==> config.mk <==
export PLATFORM = sky130hd
export DESIGN_NAME = decoder_stage
export DESIGN_NICKNAME = d
export VERILOG_FILES = /design/src/hw/rv_pkg.sv /design/src/hw/decoder_stage.sv
export VERILOG_INCLUDE_DIRS = /design/src /design/src/include
export SDC_FILE = /design/constraint.sdc
export NUM_CORES = 1
export LEC_CHECK = 0
export BUFFER_PORTS_ARGS = -buffer_cell sky130_fd_sc_hd__buf_2
export CORE_ASPECT_RATIO = 0.8
export CORE_MARGIN = 5
export CORE_UTILIZATION = 40
export CTS_CLUSTER_SIZE = 20
export DETAILED_ROUTE_END_ITERATION = 8
export GPL_TIMING_DRIVEN = 0
export HOLD_SLACK_MARGIN = 0.1
export PLACE_DENSITY_LB_ADDON = 0.1
export SYNTH_ARGS = -nofsm -noshare
export SYNTH_HDL_FRONTEND = slang
export SYNTH_SLANG_ARGS = --single-unit
==> constraint.sdc <==
create_clock -name ds_clk -period 1.6 [get_ports ds_clk]
set_input_delay 0.24 -clock ds_clk [delete_from_list [all_inputs] [get_ports ds_clk]]
set_output_delay 0.24 -clock ds_clk [all_outputs]
set_load 0.005 [all_outputs]
==> src/include/rv_macros.svh <==
`ifndef RV_MACROS_SVH
`define RV_MACROS_SVH

// data path and program counter width
`define XLEN 32

// register file addressing
`define REG_AWIDTH 5
`define NUM_REGS (1 << `REG_AWIDTH)

// instruction memory holds 2**IMEM_AWIDTH words
`define IMEM_AWIDTH 8
`define IMEM_DEPTH (1 << `IMEM_AWIDTH)

// byte distance between two sequential instructions
`define PC_STEP 4

// raw instruction field widths
`define OPCODE_WIDTH 7
`define FUNCT3_WIDTH 3
`define FUNCT7_WIDTH 7

// alu operation encoding width
`define ALU_OP_WIDTH 4

`endif
==> src/hw/rv_pkg.sv <==
`include "rv_macros.svh"

package rv_pkg;

    // major opcodes of the supported RV32I subset
    typedef enum logic [`OPCODE_WIDTH-1:0] {
        OP     = 7'b0110011,
        OP_IMM = 7'b0010011,
        LUI    = 7'b0110111,
        BRANCH = 7'b1100011,
        JAL    = 7'b1101111
    } opcode_e;

    // operations the execute stage alu knows
    typedef enum logic [`ALU_OP_WIDTH-1:0] {
        ADD    = 4'd0,
        SUB    = 4'd1,
        AND    = 4'd2,
        OR     = 4'd3,
        XOR    = 4'd4,
        SLT    = 4'd5,
        SLL    = 4'd6,
        SRL    = 4'd7,
        // operand b straight through, for lui
        PASS_B = 4'd8
    } alu_op_e;

    // decode to execute pipeline register
    typedef struct packed {
        logic                      valid;
        opcode_e                   opcode;
        alu_op_e                   alu_op;
        logic [`FUNCT3_WIDTH-1:0]  funct3;
        logic [`XLEN-1:0]          pc;
        logic [`XLEN-1:0]          imm;
        logic [`REG_AWIDTH-1:0]    addr_rs1;
        logic [`REG_AWIDTH-1:0]    addr_rs2;
        logic [`REG_AWIDTH-1:0]    addr_rd;
        logic [`XLEN-1:0]          data_rs1;
        logic [`XLEN-1:0]          data_rs2;
        logic                      use_imm;
    } ds_ex_t;

    // register file write from execute
    typedef struct packed {
        logic                   we;
        logic [`REG_AWIDTH-1:0] addr_rd;
        logic [`XLEN-1:0]       data_rd;
    } wb_t;

    // taken branch or jump back to fetch
    typedef struct packed {
        logic             change_pc;
        logic [`XLEN-1:0] next_pc;
    } redirect_t;

endpackage

==> src/hw/decoder_stage.sv <==
`timescale 1ns/1ns
`include "rv_macros.svh"

module decoder_stage (
    input  logic                   ds_clk,
    input  logic                   arst_n,
    input  logic                   stall,
    input  logic                   flush,
    input  rv_pkg::redirect_t      redirect,
    input  logic [`XLEN-1:0]       instr,
    input  logic [`XLEN-1:0]       pc,
    input  logic                   instr_valid,
    output logic [`REG_AWIDTH-1:0] addr_rs1,
    output logic [`REG_AWIDTH-1:0] addr_rs2,
    input  logic [`XLEN-1:0]       data_rs1,
    input  logic [`XLEN-1:0]       data_rs2,
    output rv_pkg::ds_ex_t         ds_ex
);

    import rv_pkg::*;

    logic [`FUNCT3_WIDTH-1:0] funct3;
    logic [`FUNCT7_WIDTH-1:0] funct7;
    logic [`XLEN-1:0]         imm_i;
    logic [`XLEN-1:0]         imm_u;
    logic [`XLEN-1:0]         imm_b;
    logic [`XLEN-1:0]         imm_j;
    logic                     supported;
    logic                     flush_any;
    ds_ex_t                   ds_next;

    assign funct3    = instr[14:12];
    assign funct7    = instr[31:25];
    assign flush_any = flush || redirect.change_pc;

    // source registers go straight to the register file
    assign addr_rs1 = instr[19:15];
    assign addr_rs2 = instr[24:20];

    assign imm_i = {{(`XLEN-12){instr[31]}}, instr[31:20]};
    assign imm_u = {instr[31:12], 12'b0};
    assign imm_b = {{(`XLEN-13){instr[31]}}, instr[31], instr[7], instr[30:25],
                    instr[11:8], 1'b0};
    assign imm_j = {{(`XLEN-21){instr[31]}}, instr[31], instr[19:12], instr[20],
                    instr[30:21], 1'b0};

    always_comb begin
        supported = 1'b1;
        ds_next          = '0;
        ds_next.opcode   = OP;
        ds_next.alu_op   = ADD;
        ds_next.funct3   = funct3;
        ds_next.pc       = pc;
        ds_next.addr_rs1 = addr_rs1;
        ds_next.addr_rs2 = addr_rs2;
        ds_next.addr_rd  = instr[11:7];
        ds_next.data_rs1 = data_rs1;
        ds_next.data_rs2 = data_rs2;

        case (instr[6:0])
            OP: begin
                ds_next.opcode = OP;
                case ({funct7, funct3})
                    {7'b0000000, 3'b000}: ds_next.alu_op = ADD;
                    {7'b0100000, 3'b000}: ds_next.alu_op = SUB;
                    {7'b0000000, 3'b111}: ds_next.alu_op = AND;
                    {7'b0000000, 3'b110}: ds_next.alu_op = OR;
                    {7'b0000000, 3'b100}: ds_next.alu_op = XOR;
                    {7'b0000000, 3'b010}: ds_next.alu_op = SLT;
                    {7'b0000000, 3'b001}: ds_next.alu_op = SLL;
                    {7'b0000000, 3'b101}: ds_next.alu_op = SRL;
                    default:              supported = 1'b0;
                endcase
            end
            OP_IMM: begin
                // only addi
                ds_next.opcode  = OP_IMM;
                ds_next.imm     = imm_i;
                ds_next.use_imm = 1'b1;
                supported       = (funct3 == 3'b000);
            end
            LUI: begin
                ds_next.opcode  = LUI;
                ds_next.alu_op  = PASS_B;
                ds_next.imm     = imm_u;
                ds_next.use_imm = 1'b1;
            end
            BRANCH: begin
                // beq and bne compare through a subtraction
                ds_next.opcode = BRANCH;
                ds_next.alu_op = SUB;
                ds_next.imm    = imm_b;
                supported      = (funct3 == 3'b000) || (funct3 == 3'b001);
            end
            JAL: begin
                ds_next.opcode = JAL;
                ds_next.imm    = imm_j;
            end
            default: supported = 1'b0;
        endcase

        ds_next.valid = instr_valid && supported && !flush_any;
    end

    always_ff @(posedge ds_clk or negedge arst_n) begin
        if (!arst_n) begin
            ds_ex <= '0;
        end else if (!stall) begin
            ds_ex <= ds_next;
        end
    end

endmodule

=== Word level (Yosys, flattened, before mapping) ===
Index checks and enable logic that the tools add are counted.

* Output and inout port bits: 169
* Logic and storage cells: 42
* Flip-flop bits (word level): 159
* Input bits: 166

* Reduce and logical (&&, ||, !) cells: 10
* Equality and inequality tests: 13
* Muxes and demuxes: 7

{| class="wikitable"
|+ Operators with widths
! operator !! count
|-
| one-hot mux 32 bit (4 select lines) || 1
|-
| equality test 10 x 3 -> 1 bit, second input constant || 4
|-
| one-hot mux 7 bit (4 select lines) || 1
|-
| one-hot mux 3 bit (7 select lines) || 1
|-
| equality test 7 x 6 -> 1 bit, second input constant || 2
|-
| equality test 7 bit, second input constant || 2
|-
| one-hot mux 4 bit (3 select lines) || 1
|-
| equality test 10 x 1 -> 1 bit, second input constant || 1
|-
| equality test 10 x 2 -> 1 bit, second input constant || 1
|-
| equality test 10 x 9 -> 1 bit, second input constant || 1
|-
| zero test 10 bit || 1
|-
| OR reduction 8 bit || 1
|-
| equality test 7 x 5 -> 1 bit, second input constant || 1
|-
| one-hot mux 1 bit (4 select lines) || 1
|-
| OR reduction 2 bit || 2
|-
| equality test 3 x 1 -> 1 bit, second input constant || 1
|-
| zero test 3 bit || 1
|-
| logical AND 1 bit || 2
|-
| logical OR 1 bit || 2
|-
| two-way mux 1 bit || 2
|-
| zero test 1 bit || 1
|}

=== Logic depth before layout (Yosys ltp) ===
Gate-level depths: netlist of run 1.

* Depth after elaboration: 6
* Gate-level depth with buffers: 6

=== Least setup slack after synthesis of run 1 ===
OpenSTA, ideal clock, no wires.

* Path kind: input to register
* Start: input port instr[5]
* End: register ds_ex[108] (netlist name)
* Cell stages on the path: 5
* Path slack: 1 ps
* Required time: 1536 ps
* Setup time: 64 ps
* Data arrival time: 1535 ps
* Path buffers: 1
* Cell sequence: or3b_4 or3_4 a211oi_2 buf_4 a221o_2

* Longest elaborated chain between the ends: 2

{| class="wikitable"
|+ RTL lines
! item !! RTL line !! text
|-
| from (decl) || decoder_stage.sv:10 || <nowiki>input logic [`XLEN-1:0] instr,</nowiki>
|-
| equality test 7 bit (tied with other cells) || decoder_stage.sv:60 || <nowiki>case (instr[6:0])</nowiki>
|-
| one-hot mux 32 bit (4 select lines) * || decoder_stage.sv:60 ||
|-
| to (signal assigned) || decoder_stage.sv:109 || <nowiki>ds_ex <= ds_next;</nowiki>
|-
| to (decl) || decoder_stage.sv:17 || <nowiki>output rv_pkg::ds_ex_t ds_ex</nowiki>
|}

Every way passes the cells marked *; elsewhere a longest branch is shown, timed or not.
A chain may end at the register's enable or synchronous reset.

=== Worst setup path after layout of run 1 ===
* Start: input port instr[2]
* End: register ds_ex[89] (netlist name)

Same word-level chain as after synthesis.

==> flow_results.xml, run 1 <==
<?xml version="1.0" encoding="UTF-8"?>
<metrics>
  <group name="run_status">
    <metric name="status" unit="">complete, no violations</metric>
  </group>
  <group name="timing">
    <metric name="clock_skew" unit="ps">0</metric>
    <metric name="fin_crit_sh" unit="%">95.27</metric>
    <metric name="number_of_endpoints_with_negative_hold_slack_in_the_final_report" unit="">0</metric>
    <metric name="report.final.slew_viol_count" unit="">0</metric>
    <metric name="period_minus_slack" unit="ps">1524</metric>
    <metric name="fmaxAchievable" unit="GHz">0.6560</metric>
    <metric name="rsz_0062_raised_after_global_routing" unit="">false</metric>
    <metric name="hold_slack" unit="ps">123.2</metric>
    <metric name="worst-slew-pin-transition" unit="ps">766.3</metric>
    <metric name="finalSetupViolations" unit="">0</metric>
    <metric name="relSlewSlack" unit="%">48.75</metric>
  </group>
  <group name="final_layout">
    <metric name="largest_register" unit="">ds_ex</metric>
    <metric name="mostFrequentLayoutCells" unit="">sky130_fd_sc_hd__buf_2 (299), sky130_fd_sc_hd__dfrtp_1 (158), sky130_fd_sc_hd__mux2_2 (116)</metric>
    <metric name="final_common_cell" unit="">sky130_fd_sc_hd__buf_2</metric>
    <metric name="antenna_cells" unit="">0</metric>
    <metric name="largest_register_ff_count" unit="">158</metric>
    <metric name="layout.cell_area.non_filler" unit="um^2">9869</metric>
    <metric name="n_fill_cell" unit="">1192</metric>
    <metric name="number_of_nets_in_the_layout" unit="">1047</metric>
    <metric name="biggestRegsByFlops" unit="">ds_ex x158</metric>
    <metric name="share_of_final_layout_standard_cells_stronger_than_drive_strength_1" unit="%">54.54</metric>
    <metric name="synthToLayoutAreaGrowth" unit="%">56.45</metric>
  </group>
  <group name="logic_synthesis">
    <metric name="synth_sequential_area_ratio" unit="%">62.67</metric>
    <metric name="async_flop_share" unit="%">100.0</metric>
    <metric name="synth_enable_flop_cells" unit="">0</metric>
    <metric name="net_count_after_synthesis" unit="">612</metric>
    <metric name="synth_top_area_share" unit="%">62.67</metric>
    <metric name="synthesis.yosys.warnings" unit="">0</metric>
    <metric name="dominantRegCellSynth" unit="">sky130_fd_sc_hd__dfrtp_1</metric>
    <metric name="ys_top_cells_by_area" unit="">sky130_fd_sc_hd__dfrtp_1 (63%), sky130_fd_sc_hd__mux2_2 (21%), sky130_fd_sc_hd__a21oi_1 (1.7%)</metric>
    <metric name="post_synth_instance_area" unit="um^2">6309</metric>
    <metric name="yosys_register_bits" unit="">158</metric>
    <metric name="yosys.cell_types.count" unit="">41</metric>
    <metric name="synthesis.instances" unit="">446</metric>
    <metric name="syn_area_per_cell" unit="um^2">14.14</metric>
    <metric name="synth_top_cell_by_area" unit="">sky130_fd_sc_hd__dfrtp_1</metric>
  </group>
  <group name="worst_hold_path">
    <metric name="holdCritPathClass" unit="">input port to flop</metric>
    <metric name="timing.hold.worst_path_depth" unit="">3</metric>
    <metric name="hold_path_startpoint" unit="">instr[20]</metric>
    <metric name="whs_endpoint" unit="">ds_ex[70]$_DFFE_PN0N_</metric>
  </group>
  <group name="detailed_routing">
    <metric name="detailroute.wirelength.met2" unit="um">9520</metric>
    <metric name="route.detailed.drc" unit="">0</metric>
    <metric name="top_layer_used" unit="">met4</metric>
    <metric name="initialDrtViolationCount" unit="">232</metric>
    <metric name="vias" unit="">5330</metric>
    <metric name="route.layer.met1.wl" unit="um">7639</metric>
    <metric name="route.antenna.remaining_nets" unit="">0</metric>
    <metric name="met3_wirelength" unit="um">1969</metric>
    <metric name="drt-pass1-iter-count" unit="">4</metric>
    <metric name="post_drt_wl_per_cell" unit="um">17.54</metric>
    <metric name="drt_wl_total" unit="um">19440</metric>
    <metric name="route.detailed.vias_per_inst" unit="">4.810</metric>
  </group>
  <group name="clock_network">
    <metric name="clock_pin_slew_reported_for_the_worst_setup_and_hold_paths_after_clock_tree_synthesis" unit="ps">60</metric>
    <metric name="worstSkewPairLatency" unit="ps">410</metric>
    <metric name="cts-buffers-inserted" unit="">17</metric>
    <metric name="cts_tree" unit="">built</metric>
    <metric name="clock-root-buffer" unit="">sky130_fd_sc_hd__clkbuf_16</metric>
    <metric name="h-tree-depth" unit="">4</metric>
    <metric name="cts.sinks" unit="">158</metric>
    <metric name="clockBufferDepth" unit="">2</metric>
  </group>
  <group name="critical_path">
    <metric name="crit-reg2reg-capture" unit="">ds_ex[102]$_DFFE_PN0N_</metric>
    <metric name="critical_path.startpoint_type" unit="">input port</metric>
    <metric name="worst_r2r_path_depth" unit="">1</metric>
    <metric name="worstPathCellList" unit="">buf_2, or2_2, clkbuf_1, a211o_1, buf_4, a21oi_2, a22o_1</metric>
    <metric name="worst-r2r-setup-slack" unit="ps">690</metric>
    <metric name="critical_path_required" unit="ps">1950</metric>
    <metric name="cpPeakStageDelay" unit="ps">380</metric>
    <metric name="critical_path_buf_inv_count" unit="">3</metric>
    <metric name="critical_path_sink_type" unit="">flop</metric>
    <metric name="crit_fanout" unit="">6</metric>
    <metric name="critical_path_class" unit="">input port to flop</metric>
    <metric name="critPathTopFamily" unit="">compound AO/OA/AOI/OAI gates</metric>
    <metric name="critPathArrivalTime" unit="ps">1870</metric>
    <metric name="r2r-start" unit="">ds_ex[102]$_DFFE_PN0N_</metric>
    <metric name="timing.critical_path.slowest_stage_cell" unit="">sky130_fd_sc_hd__a211o_1</metric>
  </group>
  <group name="floorplan">
    <metric name="num_rows" unit="">41</metric>
    <metric name="die_h" unit="um">122.3</metric>
    <metric name="start_util" unit="%">40.32</metric>
    <metric name="boundaryPins" unit="">335</metric>
    <metric name="floorplan.die_area" unit="um^2">18400</metric>
    <metric name="design.core.area" unit="um^2">15650</metric>
    <metric name="floorplan.die.width" unit="um">150.4</metric>
  </group>
  <group name="power">
    <metric name="total_power_after_layout" unit="uW">9876</metric>
    <metric name="vdd.ir_drop.worst" unit="mV">0.6716</metric>
    <metric name="power.leakage" unit="uW">0.004767</metric>
    <metric name="power_density" unit="nW/um^2">1001</metric>
  </group>
  <group name="grt">
    <metric name="grt.overflow.total" unit="">0</metric>
    <metric name="grt_max_degree" unit="">101</metric>
    <metric name="grt_first_pass_wirelength" unit="um">30290</metric>
    <metric name="grt_usage" unit="%">21.23</metric>
    <metric name="grt_pass1_vias" unit="">5731</metric>
    <metric name="antenna_found_initial" unit="">0</metric>
  </group>
  <group name="placement">
    <metric name="place_hpwl" unit="um">13590</metric>
    <metric name="place_congestion" unit="">0.7715</metric>
    <metric name="placement.io_buffers" unit="">300</metric>
    <metric name="place_area" unit="um^2">8113</metric>
  </group>
  <group name="run">
    <metric name="max_cap_viol_count" unit="">0</metric>
  </group>
</metrics>
layout make-up:
| cell class | count | area [um^2] | share of cell area [%] |
|---|---|---|---|
| plain buffers | 36 | 190.2 | 1.927 |
| clock buffers | 21 | 470.5 | 4.767 |
| clock inverters | 10 | 113.9 | 1.154 |
| inverters | 4 | 15.01 | 0.1521 |
| multi-input cells | 248 | 2176 | 22.05 |
| flip-flops and latches | 158 | 3954 | 40.06 |
| well taps | 215 | 269.0 | 2.726 |
| repair buffers | 416 | 2681 | 27.17 |
worst max path at each step:
| stage | startpoint | slack (ps) | cells after the start | endpoint |
|---|---|---|---|---|
| 2_1_floorplan | instr[5] | 0.6 | 5 | ds_ex[108]$_DFFE_PN0N_ |
| 3_3_place_gp | arst_n | -1990 | 1 | ds_ex[23]$_DFFE_PN0N_ |
| 3_5_place_dp | stall | -630 | 5 | ds_ex[98]$_DFFE_PN0N_ |
| 4_1_cts | instr[2] | 10 | 6 | ds_ex[91]$_DFFE_PN0N_ |
| 5_1_grt | instr[2] | 5 | 7 | ds_ex[109]$_DFFE_PN0N_ |
| 6_report | instr[2] | 80 | 7 | ds_ex[89]$_DFFE_PN0N_ |
per-layer routing:
| metal | global-route usage [%] | up-vias |
|---|---|---|
| met3 | 7.900 | 22 |
| met5 | 0 | - |
| met2 | 35.62 | 227 |
| li1 | - | 2459 |
| met4 | 6.457 | 0 |
| met1 | 25.63 | 2622 |
report_power, final:
part	internal (uW)	switching [uW]	leakage (uW)	total (uW)
Clock	2410	1580	0.000277	3980
Sequential	4310	152	0.00192	4460
Combinational	829	607	0.00257	1440
Total	7540	2340	0.00477	9880
timing repair:
action | CTS | global route
hold endpoints to repair | 177 | 0
endpoints found under the setup margin | 28 | 39
buffers inserted | 0 | 2
hold buffers | 113 | 0
gates resized for setup | 2 | 11
pin swaps | 0 | 1
per-stage QoR:
step	TNS (ps)	std cells	setup slack, ps	utilization, %
6_report	0	1108	75.66	63.08
5_1_grt	0	1108	4.613	63.08
4_1_cts	0	1106	11.77	62.85
3_5_place_dp	-60480	962	-627.1	51.85
3_3_place_gp	-370470	961	-1995	51.64
2_1_floorplan	0	446	0.5558	-
synth_stat cells (all sizes together), types with 2 or more instances:
| library cell | count |
|---|---|
| o31ai | 4 |
| nor2 | 4 |
| clkbuf | 23 |
| a211oi | 3 |
| nand3b | 3 |
| nor2b | 6 |
| o21ai | 13 |
| nand2 | 18 |
| or3b | 3 |
| a31oi | 2 |
| a21oi | 24 |
| nand3 | 6 |
| a211o | 2 |
| a22o | 6 |
| mux2i | 2 |
| dfrtp | 158 |
| or4 | 3 |
| buf | 13 |
| nand2b | 4 |
| a21o | 2 |
| mux2 | 116 |
| a221o | 11 |
| inv | 4 |
| nor3 | 4 |
cells by family after synthesis:
| logic type | count (synthesis) | share of synthesized area (%) |
|---|---|---|
| XOR/XNOR | 1 | 0.1389 |
| flip-flops | 158 | 62.67 |
| buffers and inverters | 40 | 3.094 |
| multiplexers | 118 | 21.02 |
| AND/OR/NAND/NOR | 60 | 5.375 |
| AO/OA/AOI/OAI | 69 | 7.695 |
No activity file was read; power rests on OpenSTA's default activity.
==> run 2: changes to the inputs <==
Settings changed: BUFFER_PORTS_ARGS -buffer_cell sky130_fd_sc_hd__buf_2 to -buffer_cell sky130_fd_sc_hd__buf_4.
Clock period 1.6 ns to 1.3 ns, I/O delays scaled along.
==> run 2 against run 1 <==
- worst hold slack better by 1.4 ps
- setup slack worse by 61 ps
- power rose by 31%
- combinational power is 52% higher
- clock power rose by 32%
- first-iteration DRC count rose by 6.9%
- final area grew 11%
- global-route usage increased by 1.3 points
- largest power group unchanged
==> flow_results.xml, run 2 (synthesis gave the netlist of run 1 again) <==
<?xml version="1.0" encoding="UTF-8"?>
<metrics>
  <group name="run_status">
    <metric name="status" unit="">complete, no violations</metric>
  </group>
  <group name="final_layout">
    <metric name="number_of_nets_in_the_layout" unit="">1060</metric>
    <metric name="synthToLayoutAreaGrowth" unit="%">73.09</metric>
    <metric name="largest_register_ff_count" unit="">158</metric>
    <metric name="largest_register" unit="">ds_ex</metric>
    <metric name="antenna_cells" unit="">0</metric>
    <metric name="final_cell_count_no_fill" unit="">1122</metric>
    <metric name="mostFrequentLayoutCells" unit="">sky130_fd_sc_hd__buf_4 (312), sky130_fd_sc_hd__dfrtp_1 (158), sky130_fd_sc_hd__dlygate4sd3_1 (122)</metric>
    <metric name="final_common_cell" unit="">sky130_fd_sc_hd__buf_4</metric>
    <metric name="utilization_of_the_core_after_routing" unit="%">69.79</metric>
    <metric name="biggestRegsByFlops" unit="">ds_ex x158</metric>
    <metric name="share_of_final_layout_standard_cells_stronger_than_drive_strength_1" unit="%">55.68</metric>
  </group>
  <group name="placement">
    <metric name="numPlacedInstances" unit="">962</metric>
    <metric name="place_congestion" unit="">0.8032</metric>
    <metric name="place_hpwl" unit="um">14000</metric>
    <metric name="placement.io_buffers" unit="">300</metric>
  </group>
  <group name="grt">
    <metric name="grt_max_degree" unit="">103</metric>
    <metric name="grt_pass1_vias" unit="">5929</metric>
    <metric name="grt_usage" unit="%">22.56</metric>
    <metric name="grt_first_pass_wirelength" unit="um">31960</metric>
    <metric name="grt.overflow.total" unit="">0</metric>
    <metric name="antenna_found_initial" unit="">0</metric>
  </group>
  <group name="detailed_routing">
    <metric name="route.antenna.remaining_nets" unit="">0</metric>
    <metric name="route.detailed.drc" unit="">0</metric>
    <metric name="vias" unit="">5431</metric>
    <metric name="initialDrtViolationCount" unit="">248</metric>
    <metric name="drt_wl_total" unit="um">21120</metric>
    <metric name="route.detailed.vias_per_inst" unit="">4.840</metric>
    <metric name="drt-pass1-iter-count" unit="">5</metric>
    <metric name="post_drt_wl_per_cell" unit="um">18.82</metric>
  </group>
  <group name="power">
    <metric name="power.leakage" unit="uW">0.005149</metric>
    <metric name="vdd.ir_drop.worst" unit="mV">0.8910</metric>
    <metric name="total_power_after_layout" unit="uW">12940</metric>
    <metric name="power_density" unit="nW/um^2">1185</metric>
  </group>
  <group name="critical_path">
    <metric name="critPathArrivalTime" unit="ps">1590</metric>
    <metric name="critical_path.startpoint_type" unit="">input port</metric>
    <metric name="critical_path_sink_type" unit="">flop</metric>
    <metric name="crit_fanout" unit="">6</metric>
    <metric name="critical_path_class" unit="">input port to flop</metric>
    <metric name="worst-r2r-setup-slack" unit="ps">410</metric>
    <metric name="r2r-start" unit="">ds_ex[110]$_DFFE_PN0N_</metric>
    <metric name="worst_r2r_path_depth" unit="">1</metric>
    <metric name="setup.worst_path.end" unit="">ds_ex[148]$_DFFE_PN0N_</metric>
    <metric name="critical_path_required" unit="ps">1600</metric>
    <metric name="setup.worst_path.start" unit="">instr[2]</metric>
    <metric name="crit-reg2reg-capture" unit="">ds_ex[110]$_DFFE_PN0N_</metric>
  </group>
  <group name="timing">
    <metric name="period_minus_slack" unit="ps">1285</metric>
    <metric name="fmaxAchievable" unit="GHz">0.7781</metric>
    <metric name="fin_crit_sh" unit="%">98.86</metric>
    <metric name="hold_slack" unit="ps">124.6</metric>
    <metric name="report.final.slew_viol_count" unit="">0</metric>
    <metric name="worst-slew-pin-transition" unit="ps">607.7</metric>
    <metric name="clock_skew" unit="ps">0</metric>
    <metric name="relSlewSlack" unit="%">59.49</metric>
    <metric name="number_of_endpoints_with_negative_hold_slack_in_the_final_report" unit="">0</metric>
    <metric name="rsz_0062_raised_after_global_routing" unit="">true</metric>
    <metric name="finalSetupViolations" unit="">0</metric>
  </group>
  <group name="floorplan">
    <metric name="boundaryPins" unit="">335</metric>
    <metric name="num_rows" unit="">41</metric>
    <metric name="design.core.area" unit="um^2">15650</metric>
    <metric name="start_util" unit="%">40.32</metric>
    <metric name="floorplan.die_area" unit="um^2">18400</metric>
    <metric name="die_h" unit="um">122.3</metric>
    <metric name="floorplan.die.width" unit="um">150.4</metric>
  </group>
  <group name="run">
    <metric name="max_cap_viol_count" unit="">0</metric>
  </group>
  <group name="clock_network">
    <metric name="clock_pin_slew_reported_for_the_worst_setup_and_hold_paths_after_clock_tree_synthesis" unit="ps">60</metric>
    <metric name="cts_tree" unit="">built</metric>
    <metric name="worstSkewPairLatency" unit="ps">410</metric>
    <metric name="clock-root-buffer" unit="">sky130_fd_sc_hd__clkbuf_16</metric>
    <metric name="cts.sinks" unit="">158</metric>
    <metric name="h-tree-depth" unit="">4</metric>
    <metric name="cts-buffers-inserted" unit="">17</metric>
    <metric name="clockBufferDepth" unit="">2</metric>
  </group>
  <group name="worst_hold_path">
    <metric name="holdCritPathClass" unit="">input port to flop</metric>
  </group>
</metrics>
## run 2: cell count changes in the layout (fill, tap and decap cells not counted), moves of 4 or more
cell	delta
sky130_fd_sc_hd__buf_2	-298
sky130_fd_sc_hd__clkbuf_2	+7
sky130_fd_sc_hd__clkbuf_1	-7
sky130_fd_sc_hd__dlygate4sd3_1	+9
sky130_fd_sc_hd__buf_4	+299
sky130_fd_sc_hd__clkinvlp_4	-4
## run 2: metal layers
metal,routed length [um],track usage (%)
met1,8073,26.68
met2,10500,37.97
met3,2087,8.859
met4,458,7.143
met5,0,0
## run 2: where the power goes
part           switching (uW)  internal [uW]  leakage, uW
sequential                206           5300      0.00192
combinational             807           1380      0.00292
clock                    1980           3270     0.000302
total                    2990           9950      0.00515
## run 2: critical path, cell delays in order
cell                       delay, ps
sky130_fd_sc_hd__buf_4           140
sky130_fd_sc_hd__or4_4           520
sky130_fd_sc_hd__nor4_4          300
sky130_fd_sc_hd__nand2b_1        160
sky130_fd_sc_hd__o31ai_2         270
## run 2: area by class of cell
type	count	area, um^2
clock inverter	10	161.4
inverter	4	15.01
clock buffer	22	454.2
timing repair buffer	431	3606
tap	215	269.0
buffer	34	201.4
fill	1093	4727
sequential	158	3954
multi-input combinational	248	2258
## run 2: worst min path at each step
stage | start | endpoint | slack (ps) | cells after the start
after floorplan | arst_n | ds_ex[0]$_DFFE_PN0N_ | -100 | 0
after global placement | data_rs2[29] | ds_ex[30]$_DFFE_PN0N_ | 430 | 2
after detailed placement | arst_n | ds_ex[136]$_DFFE_PN0N_ | 200 | 1
after CTS | instr[18] | ds_ex[98]$_DFFE_PN0N_ | 110 | 3
after global routing | instr[14] | ds_ex[94]$_DFFE_PN0N_ | 150 | 3
final | instr[18] | ds_ex[98]$_DFFE_PN0N_ | 120 | 3
## run 2: repair_timing
| item | in CTS | in global routing |
|---|---|---|
| endpoints found under the setup margin | 112 | 190 |
| hold buffers | 122 | 0 |
| pin swaps | 3 | 3 |
| gates resized for setup | 16 | 14 |
| endpoints found under the hold margin | 193 | 0 |
| setup buffers | 4 | 2 |
| cloned | 1 | 1 |
## run 2: through the flow
| stage | instance area (um^2) | setup slack [ps] | TNS, ps |
|---|---|---|---|
| global route | 10920 | -34.58 | -69.18 |
| CTS | 10840 | -24.10 | -86.22 |
| finish | 10920 | 14.77 | 0 |
| global placement | 8875 | -750.9 | -192780 |
| detailed placement | 8906 | -766.9 | -77510 |
| floorplan | 6354 | -254.4 | -5137 |
==> run 3: changes to the inputs <==
Settings changed: CORE_ASPECT_RATIO 0.8 to not set, CORE_UTILIZATION 40 to 41.
==> run 3 against run 2 <==
- non-clock buffer count unchanged
- sequential share of layout area up 0.16 points
- utilization up 2.0 points
- power down 0.50%
- count of clock-buffer cells in the layout down 2
- combinational power about the same
- via count up 0.83%
- cell count down 2.7%
- worst hold slack better by 2.0 ps
- setup slack better by 8.3 ps
==> flow_results.xml, run 3 (synthesis gave the netlist of run 1 again) <==
<?xml version="1.0" encoding="UTF-8"?>
<metrics>
  <group name="placement">
    <metric name="dp_slack" unit="ps">-757.3</metric>
    <metric name="place_hpwl" unit="um">13910</metric>
    <metric name="placement.io_buffers" unit="">300</metric>
    <metric name="place_congestion" unit="">0.8449</metric>
  </group>
  <group name="clock_network">
    <metric name="cts-buffers-inserted" unit="">17</metric>
    <metric name="clockBufferDepth" unit="">2</metric>
    <metric name="cts.sinks" unit="">158</metric>
    <metric name="cts_tree" unit="">built</metric>
    <metric name="h-tree-depth" unit="">4</metric>
    <metric name="clock_pin_slew_reported_for_the_worst_setup_and_hold_paths_after_clock_tree_synthesis" unit="ps">60</metric>
    <metric name="worstSkewPairLatency" unit="ps">410</metric>
    <metric name="clock-root-buffer" unit="">sky130_fd_sc_hd__clkbuf_16</metric>
  </group>
  <group name="floorplan">
    <metric name="design.core.area" unit="um^2">15150</metric>
    <metric name="floorplan.die.width" unit="um">134.0</metric>
    <metric name="num_rows" unit="">45</metric>
    <metric name="start_util" unit="%">41.65</metric>
    <metric name="die_h" unit="um">134.0</metric>
    <metric name="floorplan.die_area" unit="um^2">17970</metric>
    <metric name="boundaryPins" unit="">335</metric>
  </group>
  <group name="timing">
    <metric name="worst-slew-pin-transition" unit="ps">579.4</metric>
    <metric name="fmaxAchievable" unit="GHz">0.7831</metric>
    <metric name="relSlewSlack" unit="%">60.83</metric>
    <metric name="period_minus_slack" unit="ps">1277</metric>
    <metric name="clock_skew" unit="ps">0</metric>
    <metric name="number_of_endpoints_with_negative_hold_slack_in_the_final_report" unit="">0</metric>
    <metric name="rsz_0062_raised_after_global_routing" unit="">true</metric>
    <metric name="fin_ws" unit="ps">23.09</metric>
    <metric name="fin_crit_sh" unit="%">98.22</metric>
    <metric name="finalSetupViolations" unit="">0</metric>
    <metric name="report.final.slew_viol_count" unit="">0</metric>
  </group>
  <group name="final_layout">
    <metric name="largest_register" unit="">ds_ex</metric>
    <metric name="synthToLayoutAreaGrowth" unit="%">72.33</metric>
    <metric name="antenna_cells" unit="">0</metric>
    <metric name="number_of_nets_in_the_layout" unit="">1061</metric>
    <metric name="largest_register_ff_count" unit="">158</metric>
    <metric name="biggestRegsByFlops" unit="">ds_ex x158</metric>
    <metric name="final_common_cell" unit="">sky130_fd_sc_hd__buf_4</metric>
    <metric name="mostFrequentLayoutCells" unit="">sky130_fd_sc_hd__buf_4 (314), sky130_fd_sc_hd__dfrtp_1 (158), sky130_fd_sc_hd__dlygate4sd3_1 (120)</metric>
    <metric name="share_of_final_layout_standard_cells_stronger_than_drive_strength_1" unit="%">56.08</metric>
  </group>
  <group name="critical_path">
    <metric name="critical_path_sink_type" unit="">flop</metric>
    <metric name="crit_fanout" unit="">5</metric>
    <metric name="setup.worst_path.end" unit="">ds_ex[103]$_DFFE_PN0N_</metric>
    <metric name="critPathArrivalTime" unit="ps">1570</metric>
    <metric name="cpPeakStageDelay" unit="ps">300</metric>
    <metric name="worst_r2r_path_depth" unit="">1</metric>
    <metric name="critical_path_class" unit="">input port to flop</metric>
    <metric name="timing.critical_path.slowest_stage_cell" unit="">sky130_fd_sc_hd__a221o_2</metric>
    <metric name="critical_path_required" unit="ps">1600</metric>
    <metric name="worstPathCellList" unit="">buf_8, buf_4, buf_4, nand2b_1, a211o_4, a211oi_4, buf_4, buf_6, a221o_2</metric>
    <metric name="worst_path_most_repeated_cell" unit="">sky130_fd_sc_hd__buf_4</metric>
    <metric name="crit-reg2reg-capture" unit="">ds_ex[103]$_DFFE_PN0N_</metric>
    <metric name="worst-r2r-setup-slack" unit="ps">390</metric>
    <metric name="critical_path.startpoint_type" unit="">input port</metric>
    <metric name="r2r-start" unit="">ds_ex[103]$_DFFE_PN0N_</metric>
    <metric name="setup.worst_path.start" unit="">instr[6]</metric>
  </group>
  <group name="run">
    <metric name="max_cap_viol_count" unit="">0</metric>
  </group>
  <group name="detailed_routing">
    <metric name="drt_wl_total" unit="um">20530</metric>
    <metric name="vias" unit="">5476</metric>
    <metric name="initialDrtViolationCount" unit="">345</metric>
    <metric name="route.detailed.vias_per_inst" unit="">5.015</metric>
    <metric name="route.antenna.remaining_nets" unit="">0</metric>
    <metric name="drt-pass1-iter-count" unit="">5</metric>
    <metric name="post_drt_wl_per_cell" unit="um">18.80</metric>
    <metric name="route.detailed.drc" unit="">0</metric>
  </group>
  <group name="worst_hold_path">
    <metric name="holdCritPathClass" unit="">input port to flop</metric>
  </group>
  <group name="grt">
    <metric name="grt_usage" unit="%">22.65</metric>
    <metric name="grt.overflow.total" unit="">0</metric>
    <metric name="grt_pass1_vias" unit="">5937</metric>
    <metric name="antenna_found_initial" unit="">0</metric>
    <metric name="grt_max_degree" unit="">97</metric>
    <metric name="grt_first_pass_wirelength" unit="um">31970</metric>
  </group>
  <group name="power">
    <metric name="power.leakage" unit="uW">0.005146</metric>
    <metric name="power_density" unit="nW/um^2">1184</metric>
    <metric name="vdd.ir_drop.worst" unit="mV">0.8098</metric>
    <metric name="total_power_after_layout" unit="uW">12880</metric>
  </group>
  <group name="run_status">
    <metric name="status" unit="">complete, no violations</metric>
  </group>
</metrics>
## run 3: metal layers
| metal | up-vias | routed length, um | global-route usage, % |
|---|---|---|---|
| li1 | 2494 | - | - |
| met1 | 2744 | 7626 | 25.48 |
| met2 | 205 | 11000 | 40.93 |
| met3 | 33 | 1472 | 7.127 |
| met4 | 0 | 431 | 7.353 |
| met5 | - | 0 | 0 |
## run 3: final cells by class
type,count,area [um^2]
fill,1022,4274
sequential,158,3954
timing repair buffer,430,3592
multi-input combinational,249,2260
clock buffer,20,466.7
tap,188,235.2
buffer,35,209.0
clock inverter,8,140.1
inverter,4,15.01
## run 3: repair_timing
item | CTS | global route
setup buffers | 5 | 2
gates resized for setup | 14 | 20
setup endpoints to repair | 108 | 147
gates cloned | 1 | 2
pin swaps | 3 | 3
hold buffers | 120 | 0
endpoints found under the hold margin | 200 | 0
## run 3: worst max-delay path, delay by kind of cell
family	cells	cell delay, ps
compound gates	3	550
buf+inv	5	650
simple gates	1	180
## run 3: stage by stage
stage               std cells  setup TNS (ps)  hold slack (ps)  util, %  area (um^2)
detailed placement        935          -79820            217.1    58.58         8872
global placement          934         -189330            427.0    58.37         8841
floorplan                 446           -5137           -100.6        -         6354
global route             1092          -55.72            148.8    71.78        10870
finish                   1092               0            126.5    71.78        10870
CTS                      1088          -58.24            106.0    71.14        10770
## run 3: how the worst min path moves through the flow
stage / startpoint / to / slack, ps / depth (start not counted)
2_1_floorplan: arst_n / ds_ex[0]$_DFFE_PN0N_ / -100 / 0
3_3_place_gp: data_rs2[18] / ds_ex[19]$_DFFE_PN0N_ / 430 / 2
3_5_place_dp: arst_n / ds_ex[21]$_DFFE_PN0N_ / 220 / 1
4_1_cts: instr[5] / ds_ex[111]$_DFFE_PN0N_ / 110 / 3
5_1_grt: instr[30] / ds_ex[148]$_DFFE_PN0N_ / 150 / 3
6_report: instr[5] / ds_ex[111]$_DFFE_PN0N_ / 130 / 3
## run 3: power by group
| part | switching [uW] | total (uW) | leakage (uW) | internal, uW |
|---|---|---|---|---|
| Clock | 1870 | 5180 | 0.000303 | 3310 |
| Combinational | 805 | 2180 | 0.00292 | 1380 |
| Sequential | 210 | 5510 | 0.00192 | 5300 |
| Total | 2890 | 12900 | 0.00515 | 9990 |
